### src/rtl/fb_pkg.sv
//==========================================================================
// Packet layout shared by the framebuffer blocks. Every packet is 52 bits
// with the symbol ID in the low byte, and only the low ID bits are decoded
//==========================================================================
package fb_pkg;

	// Width of one payload packet word as it arrives from the host
	localparam int PKT_BITS = 52;

	// The symbol ID field always sits at the bottom of the packet
	localparam int SYM_FIELD_BITS = 8;

	// Coordinates and dimensions are counted in units, not pixels
	localparam int COORD_BITS = 16;

	// One color channel, and the three channels packed red low to blue high
	localparam int COLOR_BITS = 4;
	localparam int COLOR_WORD_BITS = 3 * COLOR_BITS;

	// Grey level shown on every channel when the display is not drawing
	localparam logic [COLOR_BITS-1:0] DEFAULT_CHAN = COLOR_BITS'(5);

	// Program packet loads the attribute tables for one symbol ID
	typedef struct packed {
		logic [COLOR_WORD_BITS-1:0] color;
		logic [COORD_BITS-1:0]      width;
		logic [COORD_BITS-1:0]      height;
		logic [SYM_FIELD_BITS-1:0]  sym_id;
	} prog_pkt_t;

	// Draw packet places one symbol with its top left corner at a unit
	// The top bits are padding so that both views have the same width
	typedef struct packed {
		logic [PKT_BITS-2*COORD_BITS-SYM_FIELD_BITS-1:0] rsvd;
		logic [COORD_BITS-1:0]                          top;
		logic [COORD_BITS-1:0]                          left;
		logic [SYM_FIELD_BITS-1:0]                      sym_id;
	} draw_pkt_t;

	// The same word read either way, picked by the host's mode line
	typedef union packed {
		prog_pkt_t prog;
		draw_pkt_t draw;
	} pkt_word_t;

endpackage

### src/rtl/attr_tables.sv
//==========================================================================
// Symbol attribute tables. Dimensions are read without a clock; the color
// read is registered and forms stage 2 of the render pipe
//==========================================================================
`timescale 1ns/1ps

module attr_tables
	import fb_pkg::*;
#(
	parameter int SYM_ID_BITS = 4
) (
	input  logic                       i_clk,
	input  logic                       i_prog_we,
	input  pkt_word_t                  i_pkt,
	input  logic [SYM_ID_BITS-1:0]     i_dim_id,
	input  logic [SYM_ID_BITS-1:0]     i_color_id,
	output logic [COORD_BITS-1:0]      o_width,
	output logic [COORD_BITS-1:0]      o_height,
	output logic [COLOR_WORD_BITS-1:0] o_color
);

	localparam int NUM_SYMS = 1 << SYM_ID_BITS;

	// One entry per symbol ID in each table
	logic [COLOR_WORD_BITS-1:0] color_mem  [NUM_SYMS];
	logic [COORD_BITS-1:0]      width_mem  [NUM_SYMS];
	logic [COORD_BITS-1:0]      height_mem [NUM_SYMS];

	// Upper bits of the ID byte are ignored, so IDs alias modulo the table size
	logic [SYM_ID_BITS-1:0] wr_id;
	assign wr_id = i_pkt.prog.sym_id[SYM_ID_BITS-1:0];

	// A program packet updates color and both dimensions in one edge
	always_ff @(posedge i_clk) begin
		if (i_prog_we) begin
			color_mem[wr_id]  <= i_pkt.prog.color;
			width_mem[wr_id]  <= i_pkt.prog.width;
			height_mem[wr_id] <= i_pkt.prog.height;
		end
	end

	// The rasterizer looks up dimensions while it loads a command,
	// so these reads are combinational
	assign o_width  = width_mem[i_dim_id];
	assign o_height = height_mem[i_dim_id];

	// Color lookup follows the page read by one clock
	always_ff @(posedge i_clk) begin
		o_color <= color_mem[i_color_id];
	end

endmodule

### src/rtl/draw_cmd_fifo.sv
//==========================================================================
// Draw command FIFO with one slot kept open, so it holds 2^N-1 commands.
// A push while full overwrites the head slot and is lost
//==========================================================================
`timescale 1ns/1ps

module draw_cmd_fifo
	import fb_pkg::*;
#(
	parameter int FIFO_DEPTH_BITS = 3
) (
	input  logic      i_clk,
	input  logic      n_btn_rst,
	input  logic      i_push,
	input  pkt_word_t i_pkt,
	input  logic      i_pop,
	input  logic      i_flush,
	output pkt_word_t o_tail,
	output logic      o_empty,
	output logic      o_full
);

	localparam int DEPTH = 1 << FIFO_DEPTH_BITS;

	pkt_word_t                  cmd_mem [DEPTH];
	logic [FIFO_DEPTH_BITS-1:0] head;
	logic [FIFO_DEPTH_BITS-1:0] tail;
	logic [FIFO_DEPTH_BITS-1:0] next_head;

	// Pointers wrap naturally at the power of two depth
	assign next_head = head + 1'b1;
	assign o_full    = (next_head == tail);
	assign o_empty   = (head == tail);

	// The command at the tail is visible with no read latency
	assign o_tail = cmd_mem[tail];

	// The head slot is never part of the queue, so writing it while full is harmless
	always_ff @(posedge i_clk) begin
		if (i_push) begin
			cmd_mem[head] <= i_pkt;
		end
	end

	always_ff @(posedge i_clk or negedge n_btn_rst) begin
		if (!n_btn_rst) begin
			head <= '0;
			tail <= '0;
		end else begin
			if (i_push && !o_full) begin
				head <= next_head;
			end
			// Frame end drops everything pending and beats a pop in the same cycle
			if (i_flush) begin
				tail <= head;
			end else if (i_pop && !o_empty) begin
				tail <= tail + 1'b1;
			end
		end
	end

endmodule

### src/rtl/sym_rasterizer.sv
//==========================================================================
// Walks each symbol's unit rectangle, inclusive at both ends, one unit per
// clock. Units outside the grid take a cycle but are not written
//==========================================================================
`timescale 1ns/1ps

module sym_rasterizer
	import fb_pkg::*;
#(
	parameter int SYM_ID_BITS = 4,
	parameter int H_UNITS = 4,
	parameter int V_UNITS = 3,
	localparam int ADDR_BITS = $clog2(H_UNITS * V_UNITS)
) (
	input  logic                   i_clk,
	input  logic                   n_btn_rst,
	input  pkt_word_t              i_cmd,
	input  logic                   i_cmd_empty,
	input  logic                   i_abort,
	input  logic [COORD_BITS-1:0]  i_width,
	input  logic [COORD_BITS-1:0]  i_height,
	output logic                   o_pop,
	output logic                   o_wr_en,
	output logic [ADDR_BITS-1:0]   o_wr_addr,
	output logic [SYM_ID_BITS-1:0] o_wr_id,
	output logic                   o_idle
);

	// One extra bit keeps left plus width from wrapping back into the grid
	localparam logic [COORD_BITS:0]  H_LIMIT  = (COORD_BITS + 1)'(H_UNITS);
	localparam logic [COORD_BITS:0]  V_LIMIT  = (COORD_BITS + 1)'(V_UNITS);
	localparam logic [ADDR_BITS-1:0] H_STRIDE = ADDR_BITS'(H_UNITS);

	typedef enum logic [1:0] {
		ST_IDLE,
		ST_LOAD,
		ST_DRAW
	} rast_state_t;

	rast_state_t            state;
	logic [SYM_ID_BITS-1:0] cmd_id;
	logic [COORD_BITS:0]    left_x;
	logic [COORD_BITS:0]    right_x;
	logic [COORD_BITS:0]    bottom_y;
	logic [COORD_BITS:0]    cur_x;
	logic [COORD_BITS:0]    cur_y;
	logic                   row_end;
	logic                   last_unit;
	logic                   in_grid;

	assign row_end   = (cur_x == right_x);
	assign last_unit = row_end && (cur_y == bottom_y);
	assign in_grid   = (cur_x < H_LIMIT) && (cur_y < V_LIMIT);

	always_ff @(posedge i_clk or negedge n_btn_rst) begin
		if (!n_btn_rst) begin
			state <= ST_IDLE;
		end else if (i_abort) begin
			// Frame end abandons the symbol in progress
			state <= ST_IDLE;
		end else begin
			case (state)
				ST_IDLE: begin
					if (!i_cmd_empty) begin
						state <= ST_LOAD;
					end
				end
				ST_LOAD: state <= ST_DRAW;
				ST_DRAW: begin
					if (last_unit) begin
						state <= ST_IDLE;
					end
				end
				default: state <= ST_IDLE;
			endcase
		end
	end

	// Corner and bounds are captured while the command still sits at the FIFO tail,
	// whose ID also drives the dimension lookup
	always_ff @(posedge i_clk) begin
		case (state)
			ST_LOAD: begin
				cmd_id   <= i_cmd.draw.sym_id[SYM_ID_BITS-1:0];
				left_x   <= {1'b0, i_cmd.draw.left};
				cur_x    <= {1'b0, i_cmd.draw.left};
				cur_y    <= {1'b0, i_cmd.draw.top};
				right_x  <= {1'b0, i_cmd.draw.left} + {1'b0, i_width};
				bottom_y <= {1'b0, i_cmd.draw.top} + {1'b0, i_height};
			end
			ST_DRAW: begin
				// Step along the row, then back to the left edge of the next row
				if (!row_end) begin
					cur_x <= cur_x + 1'b1;
				end else begin
					cur_x <= left_x;
					cur_y <= cur_y + 1'b1;
				end
			end
			default: ;
		endcase
	end

	// The command leaves the FIFO as it is latched
	assign o_pop  = (state == ST_LOAD);
	assign o_idle = (state == ST_IDLE);

	assign o_wr_en   = (state == ST_DRAW) && in_grid;
	assign o_wr_addr = cur_x[ADDR_BITS-1:0] + cur_y[ADDR_BITS-1:0] * H_STRIDE;
	assign o_wr_id   = cmd_id;

endmodule

### src/rtl/page_store.sv
//==========================================================================
// Two pages of unit IDs. Writes go to the back page; the front page is read
// registered and can be cleared at the same address in the same cycle
//==========================================================================
`timescale 1ns/1ps

module page_store #(
	parameter int SYM_ID_BITS = 4,
	parameter int H_UNITS = 4,
	parameter int V_UNITS = 3,
	localparam int ADDR_BITS = $clog2(H_UNITS * V_UNITS)
) (
	input  logic                   i_clk,
	input  logic                   n_btn_rst,
	input  logic                   i_flip,
	input  logic                   i_wr_en,
	input  logic [ADDR_BITS-1:0]   i_wr_addr,
	input  logic [SYM_ID_BITS-1:0] i_wr_id,
	input  logic [ADDR_BITS-1:0]   i_rd_addr,
	input  logic                   i_clear,
	output logic [SYM_ID_BITS-1:0] o_rd_id
);

	localparam int NUM_UNITS = H_UNITS * V_UNITS;

	// Index of the page being displayed while the other one is drawn
	logic front_sel;
	// Front select as it was when the current read data was fetched
	logic rd_sel;
	// Registered read word of each page
	logic [SYM_ID_BITS-1:0] page_rd [2];

	always_ff @(posedge i_clk or negedge n_btn_rst) begin
		if (!n_btn_rst) begin
			front_sel <= 1'b0;
			rd_sel    <= 1'b0;
		end else begin
			rd_sel <= front_sel;
			if (i_flip) begin
				front_sel <= ~front_sel;
			end
		end
	end

	for (genvar p = 0; p < 2; p++) begin : g_page
		logic [SYM_ID_BITS-1:0] unit_mem [NUM_UNITS];
		logic                   is_front;

		assign is_front = (front_sel == 1'(p));

		// Each page has one write port, used for clears while in front
		// and for rasterizer writes while in back
		always_ff @(posedge i_clk) begin
			if (is_front) begin
				if (i_clear) begin
					unit_mem[i_rd_addr] <= '0;
				end
			end else if (i_wr_en) begin
				unit_mem[i_wr_addr] <= i_wr_id;
			end
		end

		// Old data comes out when a clear hits the same address
		always_ff @(posedge i_clk) begin
			page_rd[p] <= unit_mem[i_rd_addr];
		end
	end

	assign o_rd_id = rd_sel ? page_rd[1] : page_rd[0];

endmodule

### src/rtl/pixel_colorer.sv
//==========================================================================
// Render path, 3 clocks from pixel position to color with no stall. The
// position is in active-area pixels and must fall inside the unit grid
//==========================================================================
`timescale 1ns/1ps

module pixel_colorer
	import fb_pkg::*;
#(
	parameter int SYM_ID_BITS = 4,
	parameter int H_UNITS = 4,
	parameter int V_UNITS = 3,
	parameter int UNIT_PIX = 4,
	localparam int ADDR_BITS = $clog2(H_UNITS * V_UNITS)
) (
	input  logic                       i_clk,
	input  logic                       n_btn_rst,
	input  logic                       i_draw_en,
	input  logic [COORD_BITS-1:0]      i_sx,
	input  logic [COORD_BITS-1:0]      i_sy,
	input  logic [SYM_ID_BITS-1:0]     i_rd_id,
	input  logic [COLOR_WORD_BITS-1:0] i_color,
	output logic [ADDR_BITS-1:0]       o_rd_addr,
	output logic                       o_clear,
	output logic [SYM_ID_BITS-1:0]     o_color_id,
	output logic [COLOR_BITS-1:0]      o_color_r,
	output logic [COLOR_BITS-1:0]      o_color_g,
	output logic [COLOR_BITS-1:0]      o_color_b
);

	localparam logic [COORD_BITS-1:0] UNIT_W   = COORD_BITS'(UNIT_PIX);
	localparam logic [ADDR_BITS-1:0]  H_STRIDE = ADDR_BITS'(H_UNITS);

	logic [COORD_BITS-1:0] unit_x;
	logic [COORD_BITS-1:0] unit_y;
	logic                  last_x;
	logic                  last_y;
	// Draw enable delayed to line up with the page read and the color read
	logic                  en_q1;
	logic                  en_q2;

	assign unit_x = i_sx / UNIT_W;
	assign unit_y = i_sy / UNIT_W;
	assign o_rd_addr = unit_x[ADDR_BITS-1:0] + unit_y[ADDR_BITS-1:0] * H_STRIDE;

	// The bottom right pixel of a unit is the last one to need its ID
	assign last_x  = ((i_sx % UNIT_W) == (UNIT_W - 1'b1));
	assign last_y  = ((i_sy % UNIT_W) == (UNIT_W - 1'b1));
	assign o_clear = i_draw_en && last_x && last_y;

	// Stage 1 output from the page store goes straight to the color table
	assign o_color_id = i_rd_id;

	always_ff @(posedge i_clk or negedge n_btn_rst) begin
		if (!n_btn_rst) begin
			en_q1     <= 1'b0;
			en_q2     <= 1'b0;
			o_color_r <= '0;
			o_color_g <= '0;
			o_color_b <= '0;
		end else begin
			en_q1 <= i_draw_en;
			en_q2 <= en_q1;
			// Stage 3 takes the table color when drawing and flat grey otherwise
			if (en_q2) begin
				o_color_r <= i_color[COLOR_BITS-1:0];
				o_color_g <= i_color[2*COLOR_BITS-1:COLOR_BITS];
				o_color_b <= i_color[3*COLOR_BITS-1:2*COLOR_BITS];
			end else begin
				o_color_r <= DEFAULT_CHAN;
				o_color_g <= DEFAULT_CHAN;
				o_color_b <= DEFAULT_CHAN;
			end
		end
	end

endmodule

### src/rtl/framebuf_manager.sv
//==========================================================================
// Symbol framebuffer top. Host must respect o_cmd_full, and i_frame_end is
// a one-cycle pulse that swaps pages and drops pending draw commands
//==========================================================================
`timescale 1ns/1ps

module framebuf_manager
	import fb_pkg::*;
#(
	parameter int SYM_ID_BITS = 4,
	parameter int FIFO_DEPTH_BITS = 3,
	parameter int H_UNITS = 4,
	parameter int V_UNITS = 3,
	parameter int UNIT_PIX = 4
) (
	input  logic                  i_clk,
	input  logic                  n_btn_rst,
	input  logic                  i_sym_mode,
	input  logic                  i_pkt_valid,
	input  pkt_word_t             i_pkt,
	input  logic                  i_frame_end,
	input  logic                  i_draw_en,
	input  logic [COORD_BITS-1:0] i_sx,
	input  logic [COORD_BITS-1:0] i_sy,
	output logic [COLOR_BITS-1:0] o_color_r,
	output logic [COLOR_BITS-1:0] o_color_g,
	output logic [COLOR_BITS-1:0] o_color_b,
	output logic                  o_cmd_full,
	output logic                  o_draw_idle
);

	localparam int ADDR_BITS = $clog2(H_UNITS * V_UNITS);

	logic                       prog_we;
	logic                       draw_we;
	pkt_word_t                  fifo_tail;
	logic                       fifo_empty;
	logic                       fifo_pop;
	logic [COORD_BITS-1:0]      sym_width;
	logic [COORD_BITS-1:0]      sym_height;
	logic                       wr_en;
	logic [ADDR_BITS-1:0]       wr_addr;
	logic [SYM_ID_BITS-1:0]     wr_id;
	logic                       rast_idle;
	logic [ADDR_BITS-1:0]       rd_addr;
	logic                       rd_clear;
	logic [SYM_ID_BITS-1:0]     rd_id;
	logic [SYM_ID_BITS-1:0]     color_id;
	logic [COLOR_WORD_BITS-1:0] color_word;

	// Mode low means program packet, high means draw packet
	assign prog_we = i_pkt_valid && !i_sym_mode;
	assign draw_we = i_pkt_valid && i_sym_mode;

	// Drawing is finished once nothing is queued and nothing is in progress
	assign o_draw_idle = fifo_empty && rast_idle;

	attr_tables #(.SYM_ID_BITS(SYM_ID_BITS)) u_attr (
		.i_clk(i_clk), .i_prog_we(prog_we), .i_pkt(i_pkt),
		.i_dim_id(fifo_tail.draw.sym_id[SYM_ID_BITS-1:0]), .i_color_id(color_id),
		.o_width(sym_width), .o_height(sym_height), .o_color(color_word)
	);

	draw_cmd_fifo #(.FIFO_DEPTH_BITS(FIFO_DEPTH_BITS)) u_fifo (
		.i_clk(i_clk), .n_btn_rst(n_btn_rst), .i_push(draw_we), .i_pkt(i_pkt),
		.i_pop(fifo_pop), .i_flush(i_frame_end),
		.o_tail(fifo_tail), .o_empty(fifo_empty), .o_full(o_cmd_full)
	);

	sym_rasterizer #(.SYM_ID_BITS(SYM_ID_BITS), .H_UNITS(H_UNITS), .V_UNITS(V_UNITS)) u_rast (
		.i_clk(i_clk), .n_btn_rst(n_btn_rst), .i_cmd(fifo_tail), .i_cmd_empty(fifo_empty),
		.i_abort(i_frame_end), .i_width(sym_width), .i_height(sym_height),
		.o_pop(fifo_pop), .o_wr_en(wr_en), .o_wr_addr(wr_addr), .o_wr_id(wr_id),
		.o_idle(rast_idle)
	);

	page_store #(.SYM_ID_BITS(SYM_ID_BITS), .H_UNITS(H_UNITS), .V_UNITS(V_UNITS)) u_pages (
		.i_clk(i_clk), .n_btn_rst(n_btn_rst), .i_flip(i_frame_end),
		.i_wr_en(wr_en), .i_wr_addr(wr_addr), .i_wr_id(wr_id),
		.i_rd_addr(rd_addr), .i_clear(rd_clear), .o_rd_id(rd_id)
	);

	pixel_colorer #(
		.SYM_ID_BITS(SYM_ID_BITS), .H_UNITS(H_UNITS), .V_UNITS(V_UNITS), .UNIT_PIX(UNIT_PIX)
	) u_colorer (
		.i_clk(i_clk), .n_btn_rst(n_btn_rst), .i_draw_en(i_draw_en),
		.i_sx(i_sx), .i_sy(i_sy), .i_rd_id(rd_id), .i_color(color_word),
		.o_rd_addr(rd_addr), .o_clear(rd_clear), .o_color_id(color_id),
		.o_color_r(o_color_r), .o_color_g(o_color_g), .o_color_b(o_color_b)
	);

endmodule

### config.mk
export PLATFORM = sky130hd
export DESIGN_NAME = framebuf_manager
export DESIGN_NICKNAME = d
export VERILOG_FILES = /design/src/rtl/fb_pkg.sv /design/src/rtl/attr_tables.sv /design/src/rtl/draw_cmd_fifo.sv /design/src/rtl/sym_rasterizer.sv /design/src/rtl/page_store.sv /design/src/rtl/pixel_colorer.sv /design/src/rtl/framebuf_manager.sv
export SDC_FILE = /design/constraint.sdc
export NUM_CORES = 2
export LEC_CHECK = 0
export BUFFER_PORTS_ARGS = -buffer_cell sky130_fd_sc_hd__buf_2
export CAP_MARGIN = 10
export CORE_MARGIN = 3
export CORE_UTILIZATION = 33
export DETAILED_ROUTE_END_ITERATION = 8
export PLACE_DENSITY_LB_ADDON = 0.25
export SKIP_CTS_REPAIR_TIMING = 1
export SLEW_MARGIN = 30
export SYNTH_ARGS = -nofsm -noshare
export SYNTH_HDL_FRONTEND = slang
export SYNTH_SLANG_ARGS = --single-unit
### constraint.sdc
create_clock -name i_clk -period 6.16 [get_ports i_clk]
set_input_delay 0.308 -clock i_clk [delete_from_list [all_inputs] [get_ports i_clk]]
set_output_delay 0.308 -clock i_clk [all_outputs]
set_load 0.005 [all_outputs]
### Yosys cells after proc, flatten, opt, wreduce, memory -nomap -nowiden

Memories as Yosys holds them, arrays and structs flattened. A register that Yosys moved wholly into a read port is not among the register bits.
Cells that the tools add are included.

| cells by class | value |
|---|---|
| reductions and logical operators | 20 |
| multiplexer cells | 34 |
| shifts and indexed selects | 0 |
| bitwise operators | 1 |
| div/mod/pow operators | 0 |
| add/subtract/negate cells | 8 |
| multiply operators | 0 |
| equality and inequality tests | 11 |
| $lt $le $gt $ge | 2 |

Operator list:

| kind | count |
|---|---|
| one-hot mux 17 bit (2 select lines) | 2 |
| adder 16 x 16 -> 17 bit | 2 |
| adder 17 x 1 -> 17 bit, second input constant | 2 |
| == test 17 bit | 2 |
| 2-to-1 mux 17 bit | 2 |
| 2-to-1 mux 4 bit | 8 |
| less-than comparator 17 x 2 -> 1 bit, second input constant | 1 |
| less-than comparator 17 x 3 -> 1 bit, second input constant | 1 |
| 2-to-1 mux 1 bit | 16 |
| logical AND 1 bit | 10 |
| adder 4 bit | 2 |
| OR reduction 4 bit | 2 |
| adder 3 x 1 -> 3 bit, second input constant | 2 |
| == test 2 bit, second input constant | 3 |
| == test 3 bit | 2 |
| 2-to-1 mux 2 bit | 3 |
| 2-to-1 mux 3 bit | 2 |
| one-hot mux 2 bit (3 select lines) | 1 |
| AND reduction 2 bit | 2 |
| nonzero test 2 bit | 2 |
| logical NOT 1 bit | 3 |
| != test 3 x 2 -> 1 bit, second input constant | 1 |
| != test 3 bit, second input constant | 1 |
| == test 2 x 1 -> 1 bit, second input constant | 1 |
| other kinds (3) | 3 |

| storage, ports and cells | value |
|---|---|
| bits in latches | 0 |
| memories kept | 7 |
| bits in writable memories | 1224 |
| bits in read-only memories | 0 |
| output and inout port bits | 14 |
| bits in registers | 112 |

Memory list:

| name | words | width | rd ports | clocked after memory_dff | wr ports | line | RTL |
|---|---|---|---|---|---|---|---|
| u_fifo.cmd_mem | 8 | 52 | 1 | 0 | 1 | draw_cmd_fifo.sv:25 | `pkt_word_t cmd_mem [DEPTH];` |
| u_attr.height_mem | 16 | 16 | 1 | 0 | 1 | attr_tables.sv:27 | `logic [COORD_BITS-1:0] height_mem [NUM_SYMS];` |
| u_attr.width_mem | 16 | 16 | 1 | 0 | 1 | attr_tables.sv:26 | `logic [COORD_BITS-1:0] width_mem [NUM_SYMS];` |
| u_attr.color_mem | 16 | 12 | 1 | 1 | 1 | attr_tables.sv:25 | `logic [COLOR_WORD_BITS-1:0] color_mem [NUM_SYMS];` |
| u_pages.g_page[0].unit_mem | 12 | 4 | 1 | 0 | 1 | page_store.sv:46 | `logic [SYM_ID_BITS-1:0] unit_mem [NUM_UNITS];` |
| u_pages.g_page[1].unit_mem | 12 | 4 | 1 | 0 | 1 | page_store.sv:46 |  |
| 1 more memories | - | - | - | - | - | - |  |

### Longest topological paths before layout

| depth | value |
|---|---|
| depth after elaboration | 8 |
| gate-level depth with buffers | 20 |
| mapped depth without buffers | 17 |

### Hierarchy

A second synthesis with hierarchy kept.

| unflattened totals | value |
|---|---|
| cell total of the unflattened synthesis | 2621 |
| area, all modules | 53577.6 sq um |

By module, submodules not included:

| module | cells an instance | instances | area an instance (sq um) |
|---|---|---|---|
| attr_tables | 1112 | 1 | 26598.0 |
| draw_cmd_fifo | 663 | 1 | 16130.5 |
| sym_rasterizer | 533 | 1 | 5748.0 |
| page_store | 271 | 1 | 4558.1 |
| pixel_colorer | 39 | 1 | 520.5 |
| framebuf_manager | 3 | 1 | 22.5 |

### Least setup slack after synthesis

OpenSTA, ideal clock, no wires.

| timing | value |
|---|---|
| path kind | register to register |
| start point | register u_fifo.tail[0] |
| end point | register u_rast.right_x[16] (data pin) |
| library setup time | 0.270 ns |
| slack | 1.692 ns |
| clock period less this slack | 4.468 ns |
| cell stages (with the launch flop) | 20 |
| arrival | 4.199 ns |
| required time | 5.890 ns |
| cell sequence | dfrtp_1 buf_2 mux4_2 o211ai_2 inv_2 buf_6 buf_4 mux2i_1 mux2i_1 a32oi_1 o221ai_1 ha_1 fa_1 a21o_1 a21oi_1 o21bai_1 a41oi_1 a21oi_1 a211oi_1 o21ai_0 |

| on the way | value |
|---|---|
| word-level cells in the longest chain between the ends | 3 |

RTL lines:

| item | line | RTL |
|---|---|---|
| from (decl) | draw_cmd_fifo.sv:27 | `logic [FIFO_DEPTH_BITS-1:0] tail;` |
| from (signal assigned) | draw_cmd_fifo.sv:57 | `tail <= tail + 1'b1;` |
| memory (8 x 52 bit) (*) | - |  |
| memory (16 x 16 bit) | - |  |
| adder 16 x 16 -> 17 bit (*) | sym_rasterizer.sv:88 | `right_x <= {1'b0, i_cmd.draw.left} + {1'b0, i_width};` |
| to (signal assigned) | sym_rasterizer.sv:88 |  |
| to (decl) | sym_rasterizer.sv:43 | `logic [COORD_BITS:0] right_x;` |

Every way passes the cells marked *; elsewhere a longest branch is shown, timed or not.
A chain may end at the register's enable or synchronous reset.

### Worst setup path in the final report

Same ends and word-level chain as after synthesis.

==> out/qor.csv <==
metric,value,unit
"count leader, synth",edfxtp_1,
H-tree depth,3,
"Req. time, crit path",6620,ps
Critical-path top delay cell,mux4_2,
Pleak,19.04,nW
maximum vdd drop,0.6920,mV
Post-Route WL,124500,microns
multi-input combinational cell area,12290,sq um
CP Class,flop to flop,
Synth Flop Type,edfxtp_1,
"Period Utilization, post-route",0.8965,
clk slew on worst S/H paths,60,ps
Syn Nets,3159,
"top cells by area, synth","edfxtp_1 (72%), mux4_2 (6.6%), nand2_1 (4.0%)",
Mapped Avg Cell Area,16.25,sq um
number of global-route vias before repair,25847,
Clock Skew,30.17,ps
sequential standard cell area,36320,sq um
all-layer global routing usage,0.1619,
CP Capture Type,flop,
worst hold path class,input port to flop,
final setup fails,0,
I/O pin count,104,
DP Wirelength,73050,microns
clk root buf,clkbuf_16,
final instance area,56300,sq um
Pre-antenna DRT Iters,7,
GR Overflow Total,0,
dpl cell area,52310,sq um
worst hold path endpoint,u_attr.width_mem[10][6]$_DFFE_PP_,
Placed Cells incl. Taps,4946,
Post-Syn Area,49150,sq um
max incr delay on CP,560,ps
crit path cell chain,"mux4_2, o211ai_4, inv_8, mux2i_1, mux2i_1, a32oi_1, o221ai_1, ha_1, fa_1, a21o_1, a21oi_1, o21bai_1, a41oi_1, a21oi_1, a211oi_1, o21ai_0",
setup slack after layout,637.5,ps
largest net degree at the start of global routing,100,
Area growth syn-to-layout,14.54,%
row cnt,140,
Power Density,530.8,nW/um^2
status,completed,
setup TNS,0,ps
metal2 WL,61290,microns
Slew Limit Fails,0,
later-pin clock latency in the skew report,730,ps
"FFs w/ async S/R, synth",0.01967,
area of the core,146800,sq um
R2R setup slack,640,ps
hold depth,1,
die footprint,153600,sq um
hold path startpoint,i_pkt[30],
max_slew headroom,0.3225,
fin crit period,5522,ps
maximum operating frequency,0.1811,GHz
cell count after synthesis,3025,
Critical Path AT,5990,ps
first-pass GRT wire length,181200,microns
share of cells above drive strength 1,0.1710,
register area share after synthesis,0.7388,
Max-Cap Viols,0,
wire length per cell,24.00,microns
Starting Density,0.3348,
synth cell count leaders,"edfxtp_1 (1,176), nand2_1 (525), nand3_1 (151)",
CP max FO,66,
TritonCTS clock tree,built,
worst r2r path cells,16,
number of synthesized flops with an enable pin,1176,
Die X,391.9,microns
initial antenna violation count,12,
beginning of the worst register-to-register path,u_fifo.tail[0]$_DFFE_PN0P_,
Clock Sinks,1220,
DRC viols,0,
gpl congestion,0.8330,
setup slack at placement,645.4,ps
# fillers,13481,
Unique masters post-synth,59,
post-synth top area cell,edfxtp_1,
Worst Max-Slew Pin Slew,1014,ps
fin cells,5190,
met1 WL,54600,microns
initial drt markers,2592,
Vias/cell,5.054,
share of the synthesized area in the top cell type,0.7185,
RSZ-0062 raised after global routing,no,
Layout Utilization,0.3835,
Yosys warnings,0,
Final #Nets,3303,
port bufs,77,
total number of vias,26229,
Final Hold Viols,0,
"flops & latches, synth",1220,
Chip Height,391.9,microns
clock buffer depth,3,
uppermost layer routed,met5,
Final ANT Viol Nets,0,
worst r2r dst,u_rast.right_x[16]$_DFFE_PP_,
routed length on met3,5730,microns
Startpoint Class,flop,
Num CTS Buffers,119,
[critical path, delay by kind of cell, from the launching register on]
kind	cells	cell delay (ps)
flops	1	540
mux	3	900
buf+inv	1	260
fa+ha+maj	2	860
compound gates	10	2610
[layout by cell type, fill, tap and decap left out, drive strengths merged, types with 22 or more instances in the layout]
cell    Yosys  routed
mux2i     125     125
mux2       37      37
a32oi      32      32
mux4      143     143
nand3     151     151
edfxtp   1176    1176
and2       24      24
o221ai     32      32
clkbuf     76     145
xor2       45      45
o21ai      96      96
nand2     525     525
dfrtp      24      24
a21oi      64      64
ha         42      42
xnor2      56      56
buf        81     161
inv        20      22
nor2       97      97
clkinv      0      59
[power breakdown]
group          internal, mW  switching [mW]  leakage (nW)
logic                  4.57            7.46          5.88
registers              10.3           0.516          11.3
clock network          3.94            3.12          1.85
total                  18.8            11.1          19.0
[per-stage QoR]
step	hold WS, ps	power [mW]
after floorplan	12.41	19.05
after global placement	337.0	22.98
after detailed placement	340.4	23.03
after CTS	-375.0	30.16
after global routing	10.72	31.62
final	39.00	29.88
[final cells by class]
class	count	share of cell area
Multi-Input combinational cell	1628	0.2183
Tap cell	1917	0.04260
Inverter	20	0.001467
Clock inverter	76	0.01265
Clock buffer	145	0.05463
Timing Repair Buffer	180	0.02498
Antenna cell	4	0.0001778
Sequential cell	1220	0.6452
[cells by family after synthesis]
group	count (synthesis)	synth area share
AO/OA/AOI/OAI	295	0.03910
XOR/XNOR	101	0.01800
adder cells (fa/ha/maj)	44	0.01151
buffers and inverters	177	0.01609
flip-flops	1220	0.7388
multiplexers	305	0.09946
AND/OR/NAND/NOR	883	0.07703
[sequential cells by signal, indices dropped and copies added (netlist names), 2 cells and up]
register,cells
u_rast.cur_y,17
u_rast.left_x,16
u_rast.bottom_y,17
u_rast.state,2
u_rast.cur_x,17
u_fifo.cmd_mem,288
u_fifo.head,3
u_attr.height_mem,256
u_colorer.o_color_b,4
u_rast.o_wr_id,4
u_attr.color_mem,192
u_pages.page_rd,8
u_colorer.o_color_r,4
u_rast.right_x,17
u_pages.g_page.unit_mem,96
u_colorer.o_color_g,4
u_attr.o_color,12
u_fifo.tail,3
u_attr.width_mem,256
[routing by layer]
metal,vias to the layer above,global-route usage
li1,11916,-
met3,164,0.02119
met1,13505,0.2211
met4,8,0.04662
met2,636,0.2707
met5,-,0
[worst max path at each step]
| stage | depth (start not counted) | end | from | slack [ps] |
|---|---|---|---|---|
| finish | 16 | u_rast.right_x[16]$_DFFE_PP_ | u_fifo.tail[0]$_DFFE_PN0P_ | 640 |
| global route | 16 | u_rast.right_x[16]$_DFFE_PP_ | u_fifo.tail[0]$_DFFE_PN0P_ | 290 |
| CTS | 16 | u_rast.right_x[16]$_DFFE_PP_ | u_fifo.tail[0]$_DFFE_PN0P_ | 660 |
| detailed placement | 16 | u_rast.right_x[16]$_DFFE_PP_ | u_fifo.tail[0]$_DFFE_PN0P_ | 650 |
| global placement | 16 | u_rast.right_x[16]$_DFFE_PP_ | u_fifo.tail[0]$_DFFE_PN0P_ | 710 |
| floorplan | 19 | u_rast.right_x[16]$_DFFE_PP_ | u_fifo.tail[0]$_DFFE_PN0P_ | 1690 |
Power figures use the tool's default switching activity.
